==> config.mk <==
export PLATFORM = sky130hd
export DESIGN_NAME = ntm_apb_regs
export DESIGN_NICKNAME = d
export VERILOG_FILES = /design/src/source/ntm_pkg.sv /design/src/source/ntm_apb_regs.sv
export VERILOG_INCLUDE_DIRS = /design/src /design/src/source
export SDC_FILE = /design/constraint.sdc
export NUM_CORES = 1
export LEC_CHECK = 0
export BUFFER_PORTS_ARGS = -buffer_cell sky130_fd_sc_hd__buf_2
export CORE_MARGIN = 4
export CORE_UTILIZATION = 25
export DETAILED_ROUTE_END_ITERATION = 16
export HOLD_SLACK_MARGIN = 0.15
export PLACE_DENSITY_LB_ADDON = 0.12
export SYNTH_ARGS = -nofsm -noshare
export SYNTH_HDL_FRONTEND = slang
export SYNTH_SLANG_ARGS = --single-unit
==> constraint.sdc <==
create_clock -name CLK -period 16.3 [get_ports CLK]
set_clock_uncertainty 0.15 [all_clocks]
set_input_delay 0 -clock CLK [delete_from_list [all_inputs] [get_ports CLK]]
set_output_delay 0 -clock CLK [all_outputs]
set_load 0.03 [all_outputs]
==> src/source/ntm_settings.svh <==
// Sizes and widths of the output-gate trainer
// Included by the package and by every module that sizes arrays or buses
`ifndef NTM_SETTINGS_SVH
`define NTM_SETTINGS_SVH

// Signed Q8.8 word
`define NTM_DATA_W 16
`define NTM_FRAC_W 8

// Gate length L and input length X
`define NTM_SIZE_L 4
`define NTM_SIZE_X 4

// APB byte address width
`define NTM_APB_ADDR_W 8

`endif

==> src/source/ntm_pkg.sv <==
// Shared types, command bits and APB register map of the output-gate trainer
// Modules take it by a wildcard import in their header
`default_nettype none
`include "ntm_settings.svh"

package ntm_pkg;

  // Q8.8 word and the full signed product of two words
  typedef logic signed [`NTM_DATA_W-1:0]   data_t;
  typedef logic signed [2*`NTM_DATA_W-1:0] prod_t;

  // Element and column indices
  typedef logic [$clog2(`NTM_SIZE_L)-1:0] l_idx_t;
  typedef logic [$clog2(`NTM_SIZE_X)-1:0] x_idx_t;

  // Result word select, MSB set picks db, else the dW word l*X+x
  localparam int DW_IDX_W = $clog2(`NTM_SIZE_L * `NTM_SIZE_X);
  typedef logic [DW_IDX_W:0] rd_addr_t;

  // 1.0 in Q8.8
  localparam data_t Q_ONE = data_t'(1 << `NTM_FRAC_W);

  // CTRL write bits
  typedef enum logic [1:0] {
    CMD_START = 2'b01,
    CMD_CLEAR = 2'b10
  } ntm_cmd_e;

  // Register byte offsets, 32-bit words
  localparam logic [`NTM_APB_ADDR_W-1:0] REG_CTRL   = 8'h00;
  localparam logic [`NTM_APB_ADDR_W-1:0] REG_STATUS = 8'h04;
  localparam logic [`NTM_APB_ADDR_W-1:0] REG_DH     = 8'h10;
  localparam logic [`NTM_APB_ADDR_W-1:0] REG_A      = 8'h20;
  localparam logic [`NTM_APB_ADDR_W-1:0] REG_O      = 8'h30;
  localparam logic [`NTM_APB_ADDR_W-1:0] REG_X      = 8'h40;
  localparam logic [`NTM_APB_ADDR_W-1:0] REG_DW     = 8'h80;
  localparam logic [`NTM_APB_ADDR_W-1:0] REG_DB     = 8'hC0;

  // Q8.8 multiply, arithmetic shift then keep the low word
  function automatic data_t q_mul(data_t lhs, data_t rhs);
    prod_t full;
    full = prod_t'(lhs) * prod_t'(rhs);
    return data_t'(full >>> `NTM_FRAC_W);
  endfunction

endpackage

`default_nettype wire

==> src/source/ntm_apb_regs.sv <==
// APB slave of the trainer: input vector buffers, CTRL pulses, STATUS
// Result reads take one wait cycle while the accumulator word is fetched
`timescale 1ns/10ps
`default_nettype none
`include "ntm_settings.svh"

module ntm_apb_regs import ntm_pkg::*; (
  input  wire logic                       CLK,
  input  wire logic                       RST,
  input  wire logic                       psel,
  input  wire logic                       penable,
  input  wire logic                       pwrite,
  input  wire logic [`NTM_APB_ADDR_W-1:0] paddr,
  input  wire logic [31:0]                pwdata,
  output logic      [31:0]                prdata,
  output logic                            pready,
  output logic                            pslverr,
  output data_t                           dh [`NTM_SIZE_L],
  output data_t                           a [`NTM_SIZE_L],
  output data_t                           o [`NTM_SIZE_L],
  output data_t                           x [`NTM_SIZE_X],
  output logic                            start,
  output logic                            clear,
  input  wire logic                       busy,
  output logic                            rd_req,
  output rd_addr_t                        rd_addr,
  input  wire data_t                      rd_data
);

  localparam int L  = `NTM_SIZE_L;
  localparam int X  = `NTM_SIZE_X;
  localparam int AW = `NTM_APB_ADDR_W;

  logic hit_ctrl, hit_status, hit_dh, hit_a, hit_o, hit_x, hit_dw, hit_db;
  logic mapped, res_rd, err;
  logic setup, access, wr_en;
  logic rd_pend;
  l_idx_t l_sel;
  x_idx_t x_sel;
  logic [1:0] cmd_bits;
  logic [31:0] rd_mux;

  // Word-aligned address inside a block of words
  function automatic logic in_region(logic [AW-1:0] addr, logic [AW-1:0] base, int words);
    return (addr[1:0] == 2'b00) && (addr >= base) &&
           (int'(addr) < int'(base) + 4 * words);
  endfunction

  //////////////////////////////
  // Address decode
  //////////////////////////////

  assign hit_ctrl   = (paddr == REG_CTRL);
  assign hit_status = (paddr == REG_STATUS);
  assign hit_dh     = in_region(paddr, REG_DH, L);
  assign hit_a      = in_region(paddr, REG_A, L);
  assign hit_o      = in_region(paddr, REG_O, L);
  assign hit_x      = in_region(paddr, REG_X, X);
  assign hit_dw     = in_region(paddr, REG_DW, L * X);
  assign hit_db     = in_region(paddr, REG_DB, L);
  assign mapped     = hit_ctrl | hit_status | hit_dh | hit_a | hit_o | hit_x | hit_dw | hit_db;

  // Blocks sit on their own size, so the word index is a bit slice
  assign l_sel = paddr[2 +: $bits(l_idx_t)];
  assign x_sel = paddr[2 +: $bits(x_idx_t)];

  // Slave error: unmapped, read-only target, or any write during a step
  assign err    = !mapped || (pwrite && (hit_status || hit_dw || hit_db || busy));
  assign res_rd = !pwrite && (hit_dw || hit_db);

  // APB phases
  assign setup  = psel && !penable;
  assign access = psel && penable;
  assign wr_en  = access && pready && pwrite && !pslverr;

  // Result fetch goes out with the setup cycle, data back one cycle later
  assign rd_req = setup && res_rd;

  always_comb begin
    rd_addr = '0;
    if (hit_db) begin
      rd_addr[DW_IDX_W] = 1'b1;
      rd_addr[$bits(l_idx_t)-1:0] = l_sel;
    end else begin
      rd_addr[DW_IDX_W-1:0] = paddr[2 +: DW_IDX_W];
    end
  end

  // Commands fire on the completing write edge
  assign cmd_bits = pwdata[1:0];
  assign start    = wr_en && hit_ctrl && ((cmd_bits & CMD_START) != 2'b00);
  assign clear    = wr_en && hit_ctrl && ((cmd_bits & CMD_CLEAR) != 2'b00);

  // Read mux for the zero-wait registers, CTRL reads as 0
  always_comb begin
    rd_mux = '0;
    if (hit_status) rd_mux[0] = busy;
    else if (hit_dh) rd_mux = 32'(dh[l_sel]);
    else if (hit_a) rd_mux = 32'(a[l_sel]);
    else if (hit_o) rd_mux = 32'(o[l_sel]);
    else if (hit_x) rd_mux = 32'(x[x_sel]);
  end

  //////////////////////////////
  // Response
  //////////////////////////////

  always_ff @(posedge CLK or posedge RST) begin
    if (RST) begin
      pready  <= 1'b0;
      pslverr <= 1'b0;
      prdata  <= '0;
      rd_pend <= 1'b0;
    end else if (setup) begin
      // Ready on the first access cycle unless a result word is needed
      pready  <= !res_rd;
      pslverr <= err;
      rd_pend <= res_rd;
      prdata  <= rd_mux;
    end else if (rd_pend) begin
      // Wait cycle over, accumulator word is here
      pready  <= 1'b1;
      prdata  <= 32'(rd_data);
      rd_pend <= 1'b0;
    end else if (access && pready) begin
      pready  <= 1'b0;
      pslverr <= 1'b0;
    end
  end

  //////////////////////////////
  // Input buffers
  //////////////////////////////

  always_ff @(posedge CLK or posedge RST) begin
    if (RST) begin
      for (int i = 0; i < L; i++) begin
        dh[i] <= '0;
        a[i]  <= '0;
        o[i]  <= '0;
      end
      for (int i = 0; i < X; i++) begin
        x[i] <= '0;
      end
    end else if (wr_en) begin
      if (hit_dh) dh[l_sel] <= data_t'(pwdata[`NTM_DATA_W-1:0]);
      if (hit_a) a[l_sel] <= data_t'(pwdata[`NTM_DATA_W-1:0]);
      if (hit_o) o[l_sel] <= data_t'(pwdata[`NTM_DATA_W-1:0]);
      if (hit_x) x[x_sel] <= data_t'(pwdata[`NTM_DATA_W-1:0]);
    end
  end

endmodule

`default_nettype wire

==> metrics.yaml <==
run_status: "complete, no violations"
drt_pass1_iterations: 6
max-cap-violations: 0
yosys.area.top_type: "dfrtp_1"
worst_pin_slew_ns: 1.11
instances_no_fill: 1942
htree_levels: 2
die_y_um: 234
worst-path-stages: 6
max_freq_mhz: 323
num_rows: 82
async_flop_share: 1.00
die_area_sq_um: 54900
synthCells: 866
hold_path_class: "in2reg"
crit_end: "o[43]"
n_fill_cell: 5060
yosys_most_used_dff: "dfrtp_1"
critical_path.max_stage_delay_ns: 0.79
grt_pass1_wl_um: 70400
grt_max_degree: 85
drive_gt1_frac: 0.596
synth_edf_count: 0
power.density_nw_per_um2: 95.4
gp_congestion: 0.736
crit_arrival_ns: 3.50
min-delay-start: "paddr[7]"
fin_nets: 1307
core-area_sq_um: 50400
worst-r2r-cell-count: 4
routedWlPerCell_um: 25.3
worstReg2RegEnd: "x[4]"
slew_violations: 0
peakVddDrop_v: 0.0000559
vias: 9139
grt_usage: 0.176
placedCellCount: 1809
synth_cell_type_count: 45
area_delta_synth_final_pct: 32.6
crit_required_ns: 16.70
routed_wl_um: 49100
fin_crit_sh: 0.190
grt.overflow.total: 0
grt_antenna_before_repair: 1
vias_per_cell: 4.71
clockBufferDepth: 3
cp_max_fo: 84
start_util: 0.254
path_cells: "dlygate4sd3_1, buf_2, dlygate4sd3_1, inv_8, buf_4, buf_4"
synth_fp_nets: 928
critPathKind: "in2async"
synth_xor_area_frac: 0
worst_slack_ns: 13.20
port_buffers: 343
synth-adder-area-share: 0
netlist_area_sq_um: 12800
leakage_nw: 8.92
synthMuxAreaShare: 0.349
pre_cts_slack_ns: 12.83
cts-buffers-inserted: 36
io_pins: 360
slew_headroom: 0.262
ys_ff_latch: 275
avgSynthCellArea_sq_um: 14.8
dpl.hpwl_um: 33300
synth_top_family_by_area: "multiplexers"
drc: 0
yosys.area_share.simple: 0.0496
grt_pass1_vias: 9398
clock_latency_ns: 0.54
cp-start-kind: "input port"
crit_path_end_kind: "asynchronous set/reset pin"
final_antenna_net_count: 0
crit_path_start: "RST"
period_minus_slack_ns: 3.10
cp_top_family: "buffers and inverters"
synthTopCellsByArea: "dfrtp_1, mux2_2, mux4_2, nand3_1, buf_4"
setup_viol: 0
drtIter0Drc: 476
tns_ns: 0
synth_top_area_frac: 0.537
synth_compound_area_frac: 0.0286
cts_root_buf: "clkbuf_16"
cp_slowest_cell: "buf_4"
yosysSeqAreaShare: 0.537
clk_pin_slew_ns: 0.06
die_w_um: 234
hold_violations: 0
rsz0062_at_grt: "false"
r2r-start: "pslverr"
power_mw: 1.62
critPathBufInv: 6
ys_warn_count: 0
cts_tree: "done"
clock-sinks: 275
r2r_slack_ns: 13.38
==> cell families (layout without fill, tap and decap cells) <==
kind of cell           count (synthesis)  count (layout)
multiplexers                         336             336
flip-flops                           275             275
AND/OR/NAND/NOR                      107             107
buffers and inverters                 90             491
AO/OA/AOI/OAI                         58              58
other                                  0               3
==> registers in the layout, summed over array words and instances (netlist names) <==
register and cells:
a 64, rd_pend 1, x 64, o 64
prdata 16, pslverr 1, pready 1, dh 64
==> final cells by class <==
class / count / area (sq um) / share of cell area
sequential: 275 / 6880 / 0.405
multi-input combinational: 501 / 5500 / 0.324
antenna: 3 / 7.51 / 0.000442
inverter: 2 / 15.0 / 0.000883
clock inverter: 6 / 113 / 0.00662
clock buffer: 54 / 1090 / 0.0641
tap: 672 / 841 / 0.0495
timing repair buffer: 429 / 2550 / 0.150
==> layout by cell type, fill, tap and decap left out, types with 4 or more instances in the layout <==
| cell | count |
|---|---|
| buf_4 | 17 |
| nor2_1 | 4 |
| o22ai_1 | 16 |
| clkbuf_8 | 10 |
| nor2_2 | 4 |
| clkbuf_16 | 37 |
| clkbuf_1 | 7 |
| mux4_2 | 63 |
| dlygate4sd3_1 | 70 |
| nand3_1 | 33 |
| nand2_1 | 28 |
| mux2_2 | 258 |
| dfrtp_1 | 275 |
| o21ai_0 | 18 |
| buf_2 | 341 |
| a211oi_1 | 14 |
| mux2i_1 | 15 |
| nand2_2 | 4 |
==> cell usage after synthesis, types with 3 or more instances <==
cell      number
a211oi_1      14
a21oi_1        3
buf_1          4
buf_2         26
buf_4         21
clkbuf_1      36
dfrtp_1      275
mux2_2       258
mux2i_1       15
mux4_2        63
nand2_1       28
nand2_2        4
nand2b_1       3
nand3_1       33
nor2_1         6
nor2b_1        3
nor3_1         3
o21ai_0       18
o22ai_1       16
==> routing by layer <==
metal,track usage,vias to the layer above,part of all wire
met4,0.0524,0,0.025
met1,0.247,4832,0.45
met3,0.0385,60,0.063
met2,0.274,257,0.46
li1,-,3990,-
met5,0,-,0
==> report_power, final <==
part           total, mW  switching, mW  internal (mW)
logic              0.106         0.0713         0.0346
registers          0.692        0.00397          0.688
clock network      0.823          0.317          0.507
==> timing repair <==
action | CTS | global route
hold buffers | 70 | 0
endpoints found under the hold margin | 357 | 0
resized for setup | 0 | 0
buffers inserted | 0 | 0
==> worst register-to-register path, stage by stage, from the launching register on <==
cell	delay, ns
dfrtp_1	0.40
nor3_1	0.52
nand3_1	0.37
nor2_2	0.95
mux2_2	0.43
==> worst min-delay path by stage <==
stage / end / slack (ns) / cells after the start
floorplan: pready / -0.04 / 1
global placement: prdata[3] / -0.002 / 2
detailed placement: prdata[3] / -0.0009 / 2
CTS: x[15] / 0.17 / 4
global route: x[15] / 0.19 / 4
finish: x[13] / 0.20 / 4
==> stage by stage <==
stage | util | instance area [sq um] | hold slack (ns)
3_5_place_dp | 0.299 | 15100 | -0.000942
4_1_cts | 0.337 | 17000 | 0.171
6_report | 0.337 | 17000 | 0.196
3_3_place_gp | 0.299 | 15100 | -0.00185
2_1_floorplan | - | 12800 | -0.0408
5_1_grt | 0.337 | 17000 | 0.194
(Power assumes the default switching activity.)
