File: src/source/ntm_settings.svh
// Sizes and widths of the output-gate trainer
// Included by the package and by every module that sizes arrays or buses
`ifndef NTM_SETTINGS_SVH
`define NTM_SETTINGS_SVH

// Signed Q8.8 word
`define NTM_DATA_W 16
`define NTM_FRAC_W 8

// Gate length L and input length X
`define NTM_SIZE_L 4
`define NTM_SIZE_X 4

// APB byte address width
`define NTM_APB_ADDR_W 8

`endif

File: src/source/ntm_pkg.sv
// Shared types, command bits and APB register map of the output-gate trainer
// Modules take it by a wildcard import in their header
`default_nettype none
`include "ntm_settings.svh"

package ntm_pkg;

  // Q8.8 word and the full signed product of two words
  typedef logic signed [`NTM_DATA_W-1:0]   data_t;
  typedef logic signed [2*`NTM_DATA_W-1:0] prod_t;

  // Element and column indices
  typedef logic [$clog2(`NTM_SIZE_L)-1:0] l_idx_t;
  typedef logic [$clog2(`NTM_SIZE_X)-1:0] x_idx_t;

  // Result word select, MSB set picks db, else the dW word l*X+x
  localparam int DW_IDX_W = $clog2(`NTM_SIZE_L * `NTM_SIZE_X);
  typedef logic [DW_IDX_W:0] rd_addr_t;

  // 1.0 in Q8.8
  localparam data_t Q_ONE = data_t'(1 << `NTM_FRAC_W);

  // CTRL write bits
  typedef enum logic [1:0] {
    CMD_START = 2'b01,
    CMD_CLEAR = 2'b10
  } ntm_cmd_e;

  // Register byte offsets, 32-bit words
  localparam logic [`NTM_APB_ADDR_W-1:0] REG_CTRL   = 8'h00;
  localparam logic [`NTM_APB_ADDR_W-1:0] REG_STATUS = 8'h04;
  localparam logic [`NTM_APB_ADDR_W-1:0] REG_DH     = 8'h10;
  localparam logic [`NTM_APB_ADDR_W-1:0] REG_A      = 8'h20;
  localparam logic [`NTM_APB_ADDR_W-1:0] REG_O      = 8'h30;
  localparam logic [`NTM_APB_ADDR_W-1:0] REG_X      = 8'h40;
  localparam logic [`NTM_APB_ADDR_W-1:0] REG_DW     = 8'h80;
  localparam logic [`NTM_APB_ADDR_W-1:0] REG_DB     = 8'hC0;

  // Q8.8 multiply, arithmetic shift then keep the low word
  function automatic data_t q_mul(data_t lhs, data_t rhs);
    prod_t full;
    full = prod_t'(lhs) * prod_t'(rhs);
    return data_t'(full >>> `NTM_FRAC_W);
  endfunction

endpackage

`default_nettype wire

File: src/source/ntm_elem_if.sv
// One gate-error element on its way from the differentiator to the accumulator
// Valid/ready handshake, source holds all fields until the transfer
`timescale 1ns/10ps
`default_nettype none

interface ntm_elem_if import ntm_pkg::*; ();

  // Handshake
  logic   valid;
  logic   ready;

  // Payload
  l_idx_t idx;
  data_t  err;
  logic   last;

  // Differentiator side
  modport src (output valid, output idx, output err, output last, input ready);

  // Accumulator side
  modport dst (input valid, input idx, input err, input last, output ready);

endinterface

`default_nettype wire

File: src/source/ntm_gate_differentiator.sv
// Gate error pipeline: do = ((dh*tanh(a))*o)*(1-o) in Q8.8
// Three stages, one element per cycle, all stages stall together
`timescale 1ns/10ps
`default_nettype none

module ntm_gate_differentiator import ntm_pkg::*; (
  input  wire logic   CLK,
  input  wire logic   RST,
  input  wire logic   in_valid,
  output logic        in_ready,
  input  wire l_idx_t in_idx,
  input  wire logic   in_last,
  input  wire data_t  dh,
  input  wire data_t  a,
  input  wire data_t  o,
  ntm_elem_if.src     elem
);

  logic   adv;
  data_t  tanh_a;

  // Stage 1 clamp and 1-o
  logic   v1, last1;
  l_idx_t idx1;
  data_t  dh1, tanh1, o1, omo1;

  // Stage 2 dh*tanh
  logic   v2, last2;
  l_idx_t idx2;
  data_t  p2, o2, omo2;

  // Move when the output slot is empty or being taken
  assign adv      = !elem.valid || elem.ready;
  assign in_ready = adv;

  // Hard tanh, clamp to +-1.0
  always_comb begin
    if (a > Q_ONE) tanh_a = Q_ONE;
    else if (a < -Q_ONE) tanh_a = -Q_ONE;
    else tanh_a = a;
  end

  // Stage valids
  always_ff @(posedge CLK or posedge RST) begin
    if (RST) begin
      v1         <= 1'b0;
      v2         <= 1'b0;
      elem.valid <= 1'b0;
    end else if (adv) begin
      v1         <= in_valid;
      v2         <= v1;
      elem.valid <= v2;
    end
  end

  // Stage payloads
  always_ff @(posedge CLK) begin
    if (adv) begin
      idx1      <= in_idx;
      last1     <= in_last;
      dh1       <= dh;
      tanh1     <= tanh_a;
      o1        <= o;
      omo1      <= Q_ONE - o;
      idx2      <= idx1;
      last2     <= last1;
      p2        <= q_mul(dh1, tanh1);
      o2        <= o1;
      omo2      <= omo1;
      elem.idx  <= idx2;
      elem.last <= last2;
      // Times o, then times 1-o
      elem.err  <= q_mul(q_mul(p2, o2), omo2);
    end
  end

endmodule

`default_nettype wire

File: src/source/ntm_output_trainer.sv
// Step controller, sweeps the L elements through the gate differentiator
// busy spans START to the accumulator's last element, done pulses at its end
`timescale 1ns/10ps
`default_nettype none
`include "ntm_settings.svh"

module ntm_output_trainer import ntm_pkg::*; (
  input  wire logic  CLK,
  input  wire logic  RST,
  input  wire logic  start,
  input  wire data_t dh [`NTM_SIZE_L],
  input  wire data_t a [`NTM_SIZE_L],
  input  wire data_t o [`NTM_SIZE_L],
  output logic       busy,
  output logic       done,
  ntm_elem_if.src    elem,
  input  wire logic  acc_done
);

  localparam int L = `NTM_SIZE_L;

  typedef enum logic [1:0] {S_IDLE, S_ISSUE, S_DRAIN} state_e;

  state_e state_q;
  l_idx_t l_q;
  logic   in_valid, in_ready, in_last;

  assign busy     = (state_q != S_IDLE);
  assign in_valid = (state_q == S_ISSUE);
  assign in_last  = (int'(l_q) == L - 1);

  // FSM: idle, issue l = 0..L-1, drain until the accumulator is through
  always_ff @(posedge CLK or posedge RST) begin
    if (RST) begin
      state_q <= S_IDLE;
      l_q     <= '0;
      done    <= 1'b0;
    end else begin
      done <= 1'b0;
      case (state_q)
        S_IDLE: begin
          if (start) begin
            state_q <= S_ISSUE;
            l_q     <= '0;
          end
        end
        S_ISSUE: begin
          // One element per accepted cycle
          if (in_ready) begin
            if (in_last) state_q <= S_DRAIN;
            else l_q <= l_q + 1'b1;
          end
        end
        S_DRAIN: begin
          if (acc_done) begin
            state_q <= S_IDLE;
            done    <= 1'b1;
          end
        end
        default: state_q <= S_IDLE;
      endcase
    end
  end

  ntm_gate_differentiator i_ntm_gate_differentiator (
    .CLK      (CLK),
    .RST      (RST),
    .in_valid (in_valid),
    .in_ready (in_ready),
    .in_idx   (l_q),
    .in_last  (in_last),
    .dh       (dh[l_q]),
    .a        (a[l_q]),
    .o        (o[l_q]),
    .elem     (elem)
  );

endmodule

`default_nettype wire

File: src/flat_wrapper.sv
// flat-port wrapper written by rule: the top's interface ports become plain ports
module ntm_output_trainer_flat import ntm_pkg::*;
  (CLK, RST, start, dh, a, o, busy, done, acc_done, elem_valid, elem_idx, elem_err, elem_last, elem_ready);
  ntm_elem_if elem_i ();
  input  wire logic CLK;
  input  wire logic RST;
  input  wire logic start;
  input  wire data_t dh[`NTM_SIZE_L];
  input  wire data_t a[`NTM_SIZE_L];
  input  wire data_t o[`NTM_SIZE_L];
  output logic busy;
  output logic done;
  input  wire logic acc_done;
  output wire logic [$bits(elem_i.valid)-1:0] elem_valid;
  output wire logic [$bits(elem_i.idx)-1:0] elem_idx;
  output wire logic [$bits(elem_i.err)-1:0] elem_err;
  output wire logic [$bits(elem_i.last)-1:0] elem_last;
  input wire logic [$bits(elem_i.ready)-1:0] elem_ready;
  assign elem_valid = elem_i.valid;
  assign elem_idx = elem_i.idx;
  assign elem_err = elem_i.err;
  assign elem_last = elem_i.last;
  assign elem_i.ready = elem_ready;
  ntm_output_trainer u_core (.CLK(CLK), .RST(RST), .start(start), .dh(dh), .a(a), .o(o), .busy(busy), .done(done), .elem(elem_i), .acc_done(acc_done));
endmodule
File: config.mk
export PLATFORM = sky130hd
export DESIGN_NAME = ntm_output_trainer_flat
export DESIGN_NICKNAME = d
export VERILOG_FILES = /design/src/source/ntm_pkg.sv /design/src/source/ntm_elem_if.sv /design/src/source/ntm_gate_differentiator.sv /design/src/source/ntm_output_trainer.sv /design/src/flat_wrapper.sv
export VERILOG_INCLUDE_DIRS = /design/src /design/src/source
export SDC_FILE = /design/constraint.sdc
export NUM_CORES = 2
export LEC_CHECK = 0
export ABC_CLOCK_PERIOD_IN_PS = 31500
export CORE_MARGIN = 5
export CORE_UTILIZATION = 50
export CTS_CLUSTER_SIZE = 28
export DETAILED_ROUTE_END_ITERATION = 10
export DONT_BUFFER_PORTS = 1
export PLACE_DENSITY = 0.64
export SLEW_MARGIN = 40
export SYNTH_ARGS = -nofsm -noshare
export SYNTH_HDL_FRONTEND = slang
export SYNTH_SLANG_ARGS = --single-unit
File: constraint.sdc
create_clock -name CLK -period 31.5 [get_ports CLK]
set_input_delay 1.575 -clock CLK [delete_from_list [all_inputs] [get_ports CLK]]
set_output_delay 1.575 -clock CLK [all_outputs]
set_load 0.02 [all_outputs]
==> reports/results.tsv <==
stage	metric	value	unit
cells_and_area	layout cell share with drive strength beyond 1	3.985	%
logic_synthesis	Syn Inst Count	2751	
clocking	Setup Fix Bufs, Post-CTS	0	
floorplanning	Rows	86	
worst_setup_path	FF-to-FF path depth	37	
worst_setup_path	data required time at the worst endpoint	31.71	ns
floorplanning	Initial Utilization	50.41	%
logic_synthesis	Post-synth ARST share	5.594	%
clocking	CTS Buffer Depth	2	
placement	Routability Congestion	0.8694	
clocking	Worst-Skew Late Latency	0.49	ns
flow_run	Max Cap Viol	0	
logic_synthesis	Mapped Area	0.02772	mm^2
worst_setup_path	Critical R2R Launch	u_core.i_ntm_gate_differentiator.o2[5]	
placement	DP Area	0.02838	mm^2
worst_setup_path	CP Max Fanout	16	
hold_path	Worst Hold End	u_core.i_ntm_gate_differentiator.o2[3]	
cells_and_area	final instance area	0.02898	mm^2
clocking	clock sink count	143	
route	DRT antenna net count	0	
clocking	Worst-path clk slew	0.08	ns
grt	total grt overflow	0	
logic_synthesis	sequential area share after synthesis	15.35	%
worst_setup_path	Worst Path Arrival	12.57	ns
logic_synthesis	Synth Register Bits	143	
clocking	# hold bufs at CTS	0	
grt	initial antenna violation count	4	
hold_path	Min-Delay Startpoint	u_core.i_ntm_gate_differentiator.o1[3]	
worst_setup_path	crit path capture type	register	
grt	vias in the first global route	20610	
grt	largest net degree at the start of global routing	83	
logic_synthesis	Netlist cell types	60	
worst_setup_path	reg2reg end	u_core.i_ntm_gate_differentiator.elem.err[15]	
route	# DRC	0	
clocking	CTS resizes	0	
route	routed vias/inst	5.246	
sta	Rel. slew slack	46.33	%
worst_setup_path	CP Launch Type	register	
clocking	Root Driver	clkbuf_16	
route	Routed WL per cell	18.49	um
floorplanning	Ports	219	
logic_synthesis	count leader, synth	inv_1	
cells_and_area	n_diodes	0	
sta	worst-margin pin slew	0.8050	ns
placement	IO Port Bufs	0	
floorplanning	Core Box Area	0.05499	mm^2
route	wirelength, routed	63490	um
logic_synthesis	Synth Net Count	3719	
logic_synthesis	Area contributors post-synth	fa_1, edfxtp_1, ha_1	
logic_synthesis	top_reg_cell synth	edfxtp_1	
worst_setup_path	reg2reg setup slack	19.14	ns
floorplanning	die height	245.4	um
logic_synthesis	Synth Area per Inst	10.08	um^2
sta	RSZ-0062 raised after global routing	no	
route	via count	18010	
sta	f_max	80.93	MHz
grt	first-pass GRT wire length	107300	um
worst_setup_path	CP peak stage delay	0.76	ns
sta	Final Hold Vio Count	0	
floorplanning	Die Wd	245.4	um
grt	total track usage	22.57	%
clocking	CTS tree	built	
worst_setup_path	Critical-path top delay cell	edfxtp_1	
worst_setup_path	crit-path most repeated cell	fa_1	
hold_path	WHS Path Cells	0	
sta	min cycle time layout	12.36	ns
route	1st-iter DRT viols	985	
sta	Final period util	39.23	%
logic_synthesis	EDFF count, synth	135	
logic_synthesis	Synth top area share	40.30	%
floorplanning	Die Area	0.06024	mm^2
placement	hpwl dp	52770	um
sta	Setup TNS	0	ns
logic_synthesis	Post-synth top cells	inv_1, fa_1, nand2_1	
clocking	H-tree levels	4	
logic_synthesis	Yosys warnings	0	
sta	Final Max Tran Viols	0	
clocking	CTS buffer count	17	
worst_setup_path	crit path kind	reg2reg	
logic_synthesis	largest area contributor in the netlist	fa_1	
route	Pre-antenna DRT Iters	8	
sta	endpoints failing setup	0	
cells_and_area	area grow syn2layout	4.555	%
outcome	outcome	complete, no violations	
cells_and_area	Final nets	3640	
cells_and_area	FILL cells	4910	
hold_path	path type of the worst min-delay path	reg2reg	
sta	clk_skew	0.02040	ns
-- through the flow --
stage / hold WS, ns / cells / util (%) / worst slack, ns
2_1_floorplan: 0.4003 / 2751 / - / 20.05
3_3_place_gp: 0.4013 / 3400 / 51.53 / 19.46
3_5_place_dp: 0.4045 / 3401 / 51.61 / 19.15
4_1_cts: 0.4120 / 3433 / 52.70 / 19.11
5_1_grt: 0.4249 / 3433 / 52.71 / 18.49
6_report: 0.4117 / 3433 / 52.71 / 19.14
-- logic make-up after synthesis --
kind of cell | count (synthesis) | share of synthesized area [%]
compound gates | 91 | 2.212
flops | 143 | 15.35
buf+inv | 751 | 10.19
simple gates | 830 | 14.51
fa+ha+maj | 771 | 49.92
xor+xnor | 115 | 3.846
mux | 50 | 3.981
-- cells in the final DEF (no fill, tap or decap), types with 24 or more instances in the layout --
master / synthesis / layout
edfxtp_1: 135 / 135
mux4_2: 48 / 48
ha_1: 213 / 213
and2_1: 242 / 242
a21oi_1: 24 / 24
xor2_1: 27 / 27
fa_1: 558 / 558
xnor2_1: 84 / 82
inv_1: 640 / 640
and3_1: 27 / 27
nand2_1: 396 / 396
nor2_1: 65 / 65
-- critical path: cells and delay by family (launching register included) --
| kind | cells | cell delay, ns |
|---|---|---|
| AO/OA/AOI/OAI | 7 | 1.73 |
| XOR/XNOR | 10 | 2.55 |
| adder cells (fa/ha/maj) | 13 | 6.19 |
| buffers and inverters | 4 | 0.37 |
| flip-flops | 1 | 0.76 |
| AND/OR/NAND/NOR | 3 | 0.49 |
-- layout make-up --
class	instances	area, um^2	area share (%)
Multi-Input combinational cell	1857	20660	71.30
Sequential cell	143	4262	14.71
Inverter	640	2402	8.289
Tap cell	748	935.9	3.229
Clock buffer	21	493.0	1.701
Timing Repair Buffer	13	117.6	0.4058
Clock inverter	11	107.6	0.3713
-- metal layers --
layer  share of wire (%)  global-route usage, %  vias to the layer above
met4                 2.3                  6.351                        0
met5                   0                      0                        -
met1                  39                  27.47                     9245
li1                    -                      -                     8100
met2                  54                  42.05                      566
met3                 4.7                  3.065                       99
-- worst max-delay path by stage --
| stage | startpoint | endpoint | slack [ns] | depth (start not counted) |
|---|---|---|---|---|
| finish | u_core.i_ntm_gate_differentiator.o2[5] | u_core.i_ntm_gate_differentiator.elem.err[15] | 19.14 | 37 |
| global route | u_core.i_ntm_gate_differentiator.o2[5] | u_core.i_ntm_gate_differentiator.elem.err[15] | 18.49 | 37 |
| CTS | u_core.i_ntm_gate_differentiator.o2[5] | u_core.i_ntm_gate_differentiator.elem.err[15] | 19.11 | 37 |
| detailed placement | u_core.i_ntm_gate_differentiator.o2[5] | u_core.i_ntm_gate_differentiator.elem.err[15] | 19.15 | 37 |
| global placement | u_core.i_ntm_gate_differentiator.p2[10] | u_core.i_ntm_gate_differentiator.elem.err[15] | 19.46 | 37 |
| floorplan | u_core.i_ntm_gate_differentiator.o2[1] | u_core.i_ntm_gate_differentiator.elem.err[15] | 20.05 | 37 |
-- flip-flops by register name, summed over array words and instances, names as in the netlist, 15 cells and up --
signal	flops
u_core.i_ntm_gate_differentiator.o2	16
u_core.i_ntm_gate_differentiator.dh1	16
u_core.i_ntm_gate_differentiator.omo2	15
u_core.i_ntm_gate_differentiator.o1	16
u_core.i_ntm_gate_differentiator.omo1	15
u_core.i_ntm_gate_differentiator.elem.err	16
u_core.i_ntm_gate_differentiator.tanh1	16
u_core.i_ntm_gate_differentiator.p2	16
Power is left out: the tool's default activity adds up to more than one toggle a clock period on the data nets, which glitch-free logic cannot reach.
